File: src/source/msx_cpu_pkg.sv
package msx_cpu_pkg;

   // z80 address and data
   typedef logic [15:0] cpu_addr_t;
   typedef logic [7:0]  cpu_data_t;

   // low address bits inside a 16 kB page
   localparam int PAGE_BITS = 14;

   // start of page 1, base of the offset mapper
   localparam cpu_addr_t PAGE1_BASE = 16'h4000;

   // subslot register of an expanded slot
   // reads back inverted
   localparam cpu_addr_t SUBSLOT_REG_ADDR = 16'hFFFF;

   // msx2 memory mapper segment ports
   // FC page 0 up to FF page 3
   localparam logic [7:0] MAPPER_PORT_BASE = 8'hFC;

endpackage

File: src/source/msx_mem_pkg.sv
package msx_mem_pkg;

   // how a 16 kB page is turned into a RAM offset
   // none must stay zero so a cleared table decodes as plain RAM
   typedef enum logic [2:0] {
      MAPPER_NONE   = 3'd0,
      MAPPER_LINEAR = 3'd1,
      MAPPER_OFFSET = 3'd2,
      MAPPER_RAM    = 3'd3,
      MAPPER_UNUSED = 3'd4
   } mapper_typ_t;

   // default external RAM address, 128 MB
   typedef logic [26:0] ram_addr_t;

   // slot, subslot, page
   typedef logic [5:0] layout_id_t;

   // one of 16 RAM regions
   typedef logic [3:0] region_id_t;

   // one block table entry, 10 bits
   // first field sits in the top bits
   typedef struct packed {
      // region this page lives in
      region_id_t  ref_ram;
      // 16 kB block inside the region, none kind only
      logic [1:0]  offset_ram;
      mapper_typ_t mapper;
      // spare
      logic        unused;
   } block_t;

   // one RAM region, 44 bits
   typedef struct packed {
      // region base in external RAM
      ram_addr_t   addr;
      // size in 16 kB blocks
      logic [15:0] size;
      // writes are dropped when set
      logic        ro;
   } ram_region_t;

   // table depths
   localparam int LAYOUT_ENTRIES = 64;
   localparam int REGION_ENTRIES = 16;

endpackage

File: src/source/cpu_bus_if.sv
`timescale 1ns/100ps

// z80 bus as seen by the slot logic
// strobes are plain levels, active high
interface cpu_bus_if;

   msx_cpu_pkg::cpu_addr_t addr;
   // data driven by the cpu
   msx_cpu_pkg::cpu_data_t dout;
   logic                   wr;
   logic                   rd;
   logic                   mreq;
   logic                   iorq;
   // opcode fetch, also set on interrupt acknowledge
   logic                   m1;

   // cpu side
   modport master (
      output addr, dout, wr, rd, mreq, iorq, m1
   );

   // decoding blocks only look
   modport slave (
      input addr, dout, wr, rd, mreq, iorq, m1
   );

endinterface

File: src/source/msx2_ram_mapper.sv
`timescale 1ns/100ps

module msx2_ram_mapper (
   input  logic                   clk,
   input  logic                   reset,
   cpu_bus_if.slave               bus,
   input  logic [7:0]             block_count,
   output logic [21:0]            seg_addr,
   output logic                   io_oe,
   output msx_cpu_pkg::cpu_data_t io_dout
);

   // segment per cpu page, index = port low bits
   msx_cpu_pkg::cpu_data_t [3:0] seg_reg;

   msx_cpu_pkg::cpu_data_t seg_mask;
   logic                   port_hit;
   logic [1:0]             port_page;
   logic [1:0]             page;

   // FC..FF, only the low address byte is decoded
   assign port_hit  = bus.iorq &&
                      (bus.addr[7:2] == msx_cpu_pkg::MAPPER_PORT_BASE[7:2]);
   assign port_page = bus.addr[1:0];
   assign page      = bus.addr[15:14];

   // block count is a power of two
   // zero wraps to a full 256 segment mask
   assign seg_mask = block_count - 8'd1;

   // msx2 bios layout after reset
   // page 0 seg 3 down to page 3 seg 0
   always_ff @(posedge clk or posedge reset) begin
      if (reset) begin
         seg_reg <= {8'd0, 8'd1, 8'd2, 8'd3};
      end else if (port_hit && bus.wr && !bus.m1) begin
         seg_reg[port_page] <= bus.dout;
      end
   end

   // unused upper bits read as ones
   assign io_oe   = port_hit && bus.rd;
   assign io_dout = seg_reg[port_page] | ~seg_mask;

   // segment on top of the in-page offset
   assign seg_addr = {seg_reg[page] & seg_mask,
                      bus.addr[msx_cpu_pkg::PAGE_BITS-1:0]};

endmodule

File: src/source/msx_slots_top.sv
`timescale 1ns/100ps

module msx_slots_top #(
   parameter int ram_addr_width = 27
) (
   input  logic                       clk,
   input  logic                       reset,
   // z80
   input  logic [15:0]                cpu_addr,
   input  logic [7:0]                 cpu_dout,
   output logic [7:0]                 cpu_din,
   input  logic                       cpu_wr,
   input  logic                       cpu_rd,
   input  logic                       cpu_mreq,
   input  logic                       cpu_iorq,
   input  logic                       cpu_m1,
   // primary slot and which slots are expanded
   input  logic [1:0]                 active_slot,
   input  logic [3:0]                 slot_expanded,
   // table loading
   input  logic                       cfg_layout_wr,
   input  logic                       cfg_region_wr,
   input  logic [5:0]                 cfg_index,
   input  logic [43:0]                cfg_data,
   // external RAM
   output logic [ram_addr_width-1:0]  ram_addr,
   output logic [7:0]                 ram_din,
   input  logic [7:0]                 ram_dout,
   output logic                       ram_rnw,
   output logic                       ram_ce
);

   cpu_bus_if bus ();

   msx_mem_pkg::layout_id_t  layout_id;
   msx_mem_pkg::block_t      entry;
   msx_mem_pkg::ram_region_t region;
   msx_cpu_pkg::cpu_data_t   io_dout;
   msx_cpu_pkg::cpu_data_t   sub_dout;
   logic [21:0]              seg_addr;
   logic [7:0]               block_count;
   logic [1:0]               cur_subslot;
   logic                     io_oe;
   logic                     sub_oe;

   // cpu side of the bus
   assign bus.addr = cpu_addr;
   assign bus.dout = cpu_dout;
   assign bus.wr   = cpu_wr;
   assign bus.rd   = cpu_rd;
   assign bus.mreq = cpu_mreq;
   assign bus.iorq = cpu_iorq;
   assign bus.m1   = cpu_m1;

   subslot_regs u_subslot_regs (
      .clk(clk), .reset(reset), .bus(bus.slave),
      .active_slot(active_slot), .slot_expanded(slot_expanded),
      .cur_subslot(cur_subslot), .sub_oe(sub_oe), .sub_dout(sub_dout)
   );

   slot_layout_table #(.ram_addr_width(ram_addr_width)) u_slot_layout_table (
      .clk(clk), .reset(reset),
      .cfg_layout_wr(cfg_layout_wr), .cfg_region_wr(cfg_region_wr),
      .cfg_index(cfg_index), .cfg_data(cfg_data),
      .layout_id(layout_id), .entry(entry), .region(region)
   );

   msx2_ram_mapper u_msx2_ram_mapper (
      .clk(clk), .reset(reset), .bus(bus.slave), .block_count(block_count),
      .seg_addr(seg_addr), .io_oe(io_oe), .io_dout(io_dout)
   );

   slot_address_decode #(.ram_addr_width(ram_addr_width)) u_slot_address_decode (
      .bus(bus.slave), .active_slot(active_slot), .cur_subslot(cur_subslot),
      .entry(entry), .region(region), .seg_addr(seg_addr),
      .io_oe(io_oe), .io_dout(io_dout), .sub_oe(sub_oe), .sub_dout(sub_dout),
      .ram_dout(ram_dout), .layout_id(layout_id), .block_count(block_count),
      .ram_addr(ram_addr), .ram_din(ram_din), .ram_rnw(ram_rnw),
      .ram_ce(ram_ce), .cpu_din(cpu_din)
   );

endmodule

File: src/source/slot_address_decode.sv
`timescale 1ns/100ps

module slot_address_decode #(
   parameter int ram_addr_width = $bits(msx_mem_pkg::ram_addr_t)
) (
   cpu_bus_if.slave                   bus,
   input  logic [1:0]                 active_slot,
   input  logic [1:0]                 cur_subslot,
   input  msx_mem_pkg::block_t        entry,
   input  msx_mem_pkg::ram_region_t   region,
   input  logic [21:0]                seg_addr,
   input  logic                       io_oe,
   input  msx_cpu_pkg::cpu_data_t     io_dout,
   input  logic                       sub_oe,
   input  msx_cpu_pkg::cpu_data_t     sub_dout,
   input  msx_cpu_pkg::cpu_data_t     ram_dout,
   output msx_mem_pkg::layout_id_t    layout_id,
   output logic [7:0]                 block_count,
   output logic [ram_addr_width-1:0]  ram_addr,
   output msx_cpu_pkg::cpu_data_t     ram_din,
   output logic                       ram_rnw,
   output logic                       ram_ce,
   output msx_cpu_pkg::cpu_data_t     cpu_din
);

   typedef logic [ram_addr_width-1:0] addr_t;

   addr_t none_addr;
   addr_t linear_addr;
   addr_t offset_addr;
   addr_t mapper_addr;
   addr_t region_bytes;

   // table index for this access
   assign layout_id = {active_slot, cur_subslot, bus.addr[15:14]};

   // segment count for the msx2 mapper
   assign block_count = region.size[7:0];

   // region size in bytes
   assign region_bytes = addr_t'(region.size) << msx_cpu_pkg::PAGE_BITS;

   // none, 16 kB page picked by offset_ram
   assign none_addr = addr_t'(bus.addr[msx_cpu_pkg::PAGE_BITS-1:0]) +
                      (addr_t'(entry.offset_ram) << msx_cpu_pkg::PAGE_BITS);

   // linear, full cpu address wrapped on the region size
   assign linear_addr = addr_t'(bus.addr) & (region_bytes - addr_t'(1));

   // offset, page 1 maps to the region start
   assign offset_addr = addr_t'(bus.addr) - addr_t'(msx_cpu_pkg::PAGE1_BASE);

   always_comb begin
      case (entry.mapper)
         msx_mem_pkg::MAPPER_NONE:   mapper_addr = none_addr;
         msx_mem_pkg::MAPPER_LINEAR: mapper_addr = linear_addr;
         msx_mem_pkg::MAPPER_OFFSET: mapper_addr = offset_addr;
         msx_mem_pkg::MAPPER_RAM:    mapper_addr = addr_t'(seg_addr);
         // unused points at the region base
         default:                    mapper_addr = '0;
      endcase
   end

   assign ram_addr = addr_t'(region.addr) + mapper_addr;

   // read only regions drop writes
   assign ram_ce  = bus.mreq && (bus.rd || (bus.wr && !region.ro));
   assign ram_rnw = bus.rd;
   assign ram_din = bus.dout;

   // mapper ports first, then FFFF, then memory
   always_comb begin
      if (io_oe) begin
         cpu_din = io_dout;
      end else if (sub_oe) begin
         cpu_din = sub_dout;
      end else if (entry.mapper == msx_mem_pkg::MAPPER_UNUSED) begin
         // open bus
         cpu_din = 8'hFF;
      end else begin
         cpu_din = ram_dout;
      end
   end

endmodule

File: src/source/slot_layout_table.sv
`timescale 1ns/100ps

module slot_layout_table #(
   parameter int ram_addr_width = $bits(msx_mem_pkg::ram_addr_t)
) (
   input  logic                                          clk,
   input  logic                                          reset,
   input  logic                                          cfg_layout_wr,
   input  logic                                          cfg_region_wr,
   input  logic [5:0]                                    cfg_index,
   input  logic [$bits(msx_mem_pkg::ram_region_t)-1:0]   cfg_data,
   input  msx_mem_pkg::layout_id_t                       layout_id,
   output msx_mem_pkg::block_t                           entry,
   output msx_mem_pkg::ram_region_t                      region
);

   // region bases are clipped to the RAM actually fitted
   localparam msx_mem_pkg::ram_addr_t base_mask =
      msx_mem_pkg::ram_addr_t'({ram_addr_width{1'b1}});

   // block table, indexed by slot, subslot, page
   msx_mem_pkg::block_t [msx_mem_pkg::LAYOUT_ENTRIES-1:0] blocks;

   // region table
   msx_mem_pkg::ram_region_t [msx_mem_pkg::REGION_ENTRIES-1:0] regions;

   msx_mem_pkg::ram_region_t new_region;
   msx_mem_pkg::region_id_t  cfg_region_id;
   msx_mem_pkg::region_id_t  region_id;

   // only the low index bits address a region
   assign cfg_region_id = cfg_index[$bits(msx_mem_pkg::region_id_t)-1:0];

   always_comb begin
      new_region      = msx_mem_pkg::ram_region_t'(cfg_data);
      new_region.addr = new_region.addr & base_mask;
   end

   // host side loading
   // cleared table reads as none kind on region 0
   always_ff @(posedge clk or posedge reset) begin
      if (reset) begin
         blocks  <= '0;
         regions <= '0;
      end else begin
         if (cfg_layout_wr) begin
            blocks[cfg_index] <=
               msx_mem_pkg::block_t'(cfg_data[$bits(msx_mem_pkg::block_t)-1:0]);
         end
         if (cfg_region_wr) begin
            regions[cfg_region_id] <= new_region;
         end
      end
   end

   // lookup chain, entry first then its region
   assign entry     = blocks[layout_id];
   assign region_id = entry.ref_ram;
   assign region    = regions[region_id];

   // host loads one table at a time
   cfg_wr_exclusive: assert property (
      @(posedge clk) disable iff (reset)
      !(cfg_layout_wr && cfg_region_wr)
   ) else $error("layout and region written in the same cycle");

endmodule

File: src/source/subslot_regs.sv
`timescale 1ns/100ps

module subslot_regs (
   input  logic                   clk,
   input  logic                   reset,
   cpu_bus_if.slave               bus,
   input  logic [1:0]             active_slot,
   input  logic [3:0]             slot_expanded,
   output logic [1:0]             cur_subslot,
   output logic                   sub_oe,
   output msx_cpu_pkg::cpu_data_t sub_dout
);

   // one register per primary slot
   // two bits per page, page 0 in bits 1:0
   msx_cpu_pkg::cpu_data_t [3:0] sub_reg;

   logic       expanded;
   logic       reg_hit;
   logic [1:0] page;

   assign expanded = slot_expanded[active_slot];
   assign page     = bus.addr[15:14];

   // memory cycle on FFFF of an expanded slot
   assign reg_hit = bus.mreq && expanded &&
                    (bus.addr == msx_cpu_pkg::SUBSLOT_REG_ADDR);

   always_ff @(posedge clk or posedge reset) begin
      if (reset) begin
         sub_reg <= '0;
      end else if (reg_hit && bus.wr) begin
         sub_reg[active_slot] <= bus.dout;
      end
   end

   // subslot used by the current page
   // plain slots always look at subslot 0
   always_comb begin
      if (expanded) begin
         cur_subslot = sub_reg[active_slot][{page, 1'b0} +: 2];
      end else begin
         cur_subslot = 2'b00;
      end
   end

   // readback is inverted on real hardware
   assign sub_oe   = reg_hit && bus.rd;
   assign sub_dout = ~sub_reg[active_slot];

   // the cpu never reads and writes in one cycle
   // the table, mapper and decode all rely on this
   rd_wr_exclusive: assert property (
      @(posedge clk) disable iff (reset)
      !(bus.rd && bus.wr)
   ) else $error("cpu rd and wr active together");

endmodule

File: config.mk
export PLATFORM = sky130hd
export DESIGN_NAME = msx_slots_top
export DESIGN_NICKNAME = d
export VERILOG_FILES = /design/src/source/msx_cpu_pkg.sv /design/src/source/msx_mem_pkg.sv /design/src/source/cpu_bus_if.sv /design/src/source/msx2_ram_mapper.sv /design/src/source/msx_slots_top.sv /design/src/source/slot_address_decode.sv /design/src/source/slot_layout_table.sv /design/src/source/subslot_regs.sv
export SDC_FILE = /design/constraint.sdc
export NUM_CORES = 2
export LEC_CHECK = 0
export ABC_CLOCK_PERIOD_IN_PS = 44400
export BUFFER_PORTS_ARGS = -buffer_cell sky130_fd_sc_hd__buf_2
export CORE_MARGIN = 2
export CORE_UTILIZATION = 45
export DETAILED_ROUTE_END_ITERATION = 6
export GPL_ROUTABILITY_DRIVEN = 0
export PLACE_DENSITY = 0.63
export SYNTH_ARGS = -nofsm -noshare
export SYNTH_HDL_FRONTEND = slang
export SYNTH_SLANG_ARGS = --single-unit
File: constraint.sdc
create_clock -name clk -period 44.4 [get_ports clk]
set_input_delay 6.66 -clock clk [delete_from_list [all_inputs] [get_ports clk]]
set_output_delay 6.66 -clock clk [all_outputs]
set_load 0.01 [all_outputs]
==> results.json <==
{
  "outcome": "complete, no violations",
  "start_util_pct": 45.38,
  "grt_pass1_wl_mm": 246.1,
  "ys_warn_count": 0,
  "hold_path_class": "register to register",
  "layout_common_cells": "mux2_2 (1,242), dfrtp_1 (1,212), nand2_1 (655)",
  "clock.fmax_mhz": 41.64,
  "seq_area_frac_synth_pct": 51.72,
  "core_um2": 129600,
  "track_usage_pct": 24.56,
  "drv_cap": 0,
  "pwr_density_cell_nw_per_um2": 48.16,
  "r2r_start": "u_slot_layout_table.blocks[447]",
  "grt_pass1_vias": 38130,
  "clk_latency_ns": 0.76,
  "hold_depth": 1,
  "hold_buffers": 0,
  "rrSetupSlack_ns": 43.58,
  "holdWs_ns": 0.4991,
  "setup-tns-final_ns": 0,
  "cts_tree": "built",
  "critical_path_class": "primary input to output port",
  "final_nets": 4800,
  "vias_per_cell": 5.865,
  "slew_violations": 0,
  "yosys_most_used_dff": "dfrtp_1",
  "synth_async_sr_flop_share_pct": 100.0,
  "timing_hold_violations_final": 0,
  "cts_root_buffer": "clkbuf_16",
  "fin_skew_ns": 0,
  "ys_ff_latch": 1216,
  "wl_per_cell_um": 25.03,
  "drt_iter0_drc": 3227,
  "slowest_stage": "a22oi_2",
  "ys_types": 82,
  "slowest_delay_ns": 0.71,
  "worst_pin_slew_ns": 1.261,
  "final_common_cell": "mux2_2",
  "drc": 0,
  "synth-edff-count": 0,
  "cts_resized": 0,
  "min_from": "u_slot_layout_table.blocks[266]",
  "cp.arrival_ns": 17.35,
  "ant_nets": 0,
  "period_minus_slack_ns": 24.01,
  "row_count": 132,
  "cp_common_cell": "o21ai_0",
  "worstReg2RegEnd": "u_slot_layout_table.blocks[447]",
  "peakVddDrop_mv": 0.03580,
  "cts_setup_buffers": 0,
  "dieArea_um2": 133700,
  "grt-ovfl-total": 0,
  "cp_max_fo": 47,
  "hold_end": "u_slot_layout_table.blocks[266]",
  "antenna_found_initial": 16,
  "path_clk_slew_ns": 0.06,
  "rsz0062_at_grt": "no",
  "cts_buffer_depth": 3,
  "vias": 38280,
  "wirelength_mm": 163.4,
  "reg_top3": "u_slot_layout_table.blocks: 576 flops, u_slot_layout_table.regions: 576 flops",
  "netlist_area_um2": 58840,
  "drtPass1Iterations": 5,
  "netlist_instances": 4687,
  "numCtsBuffers": 136,
  "io_pins": 142,
  "maxSlewHeadroom_pct": 15.65,
  "synthesis.nets": 4814,
  "p_leak_nw": 29.58,
  "clock_sinks": 1216,
  "grt_max_degree": 183,
  "finalCritPeriodShare_pct": 54.08,
  "dpl.hpwl_mm": 97.38,
  "critPathCaptureType": "output port",
  "start_kind": "primary input",
  "area_growth_pct": 11.10,
  "syn_area_per_cell_um2": 12.55,
  "htreeDepth": 4,
  "cp_top_family": "compound AO/OA/AOI/OAI gates",
  "cp.required_ns": 37.74,
  "dieWidth_um": 365.6,
  "setup_violations": 0,
  "fp.dieH_um": 365.6,
  "port_buffers": 134,
  "path_buf_inv": 5,
  "rr_worst_depth": 1,
  "drive_gt1_share_pct": 38.78
}
## routing by layer
layer  track usage [%]  vias to the layer above  part of all wire, %  wire, um
li1                  -                    16780                    -         -
met1             34.02                    20170                   44     71720
met2             38.97                     1033                   47     77100
met3             4.337                      277                  5.7      9346
met4             8.481                       18                  3.1      5093
met5                 0                        -                0.069       113
## report_power, final
| part | internal [mW] | switching (mW) |
|---|---|---|
| Sequential | 1.30 | 0.0925 |
| Combinational | 0.293 | 0.338 |
| Clock | 0.653 | 0.471 |
## final cells by class
| type | instances | area, um^2 |
|---|---|---|
| Antenna cell | 5 | 12.51 |
| Clock buffer | 209 | 4063 |
| Clock inverter | 37 | 402.9 |
| Fill cell | 11310 | 64280 |
| Inverter | 17 | 71.32 |
| Multi-Input combinational cell | 3084 | 26830 |
| Sequential cell | 1216 | 30430 |
| Tap cell | 1742 | 2180 |
| Timing Repair Buffer | 218 | 1376 |
## through the flow
step | worst slack (ns) | power, mW | cell area [um^2] | instances | utilization (%)
after CTS | 20.40 | 3.172 | 65360 | 6523 | 50.41
after global placement | 20.43 | 2.022 | 60890 | 6277 | 46.97
final | 20.39 | 3.148 | 65370 | 6528 | 50.42
after floorplan | 3.486 | 1.854 | 58840 | 4687 | -
after detailed placement | 20.43 | 2.043 | 60890 | 6277 | 46.97
after global routing | 20.06 | 3.295 | 65360 | 6524 | 50.41
## cell families after synthesis
logic type | after synthesis | share of synthesized area, %
buf+inv | 387 | 2.911
fa+ha+maj | 30 | 0.6507
xor+xnor | 29 | 0.4317
flops | 1216 | 51.72
simple gates | 1109 | 8.191
compound gates | 382 | 4.478
mux | 1534 | 31.61
## cell usage after synthesis (all sizes together) (33+ instances only)
library cell / instances / share of area (%)
a21oi: 63 / 0.54
a311oi: 34 / 0.51
a31oi: 35 / 0.37
and3: 42 / 0.45
buf: 126 / 1.2
clkbuf: 244 / 1.6
dfrtp: 1212 / 52
mux2: 1246 / 24
mux2i: 154 / 2.6
mux4: 134 / 5.1
nand2: 661 / 4.2
nand3: 181 / 1.6
nor2: 117 / 0.80
nor2b: 33 / 0.35
o211ai: 34 / 0.43
o21ai: 85 / 0.74
## worst max-delay path by stage
stage | startpoint | endpoint | slack, ns | cells past startpoint
2_1_floorplan | reset | u_msx2_ram_mapper.seg_reg[10] | 3.49 | 1
3_3_place_gp | active_slot[0] | ram_addr[26] | 20.43 | 33
3_5_place_dp | active_slot[0] | ram_addr[26] | 20.43 | 33
4_1_cts | active_slot[0] | ram_addr[26] | 20.40 | 33
5_1_grt | active_slot[0] | ram_addr[26] | 20.06 | 35
6_report | active_slot[0] | ram_addr[26] | 20.39 | 33
Note: power is estimated with default switching activity, not from simulation.
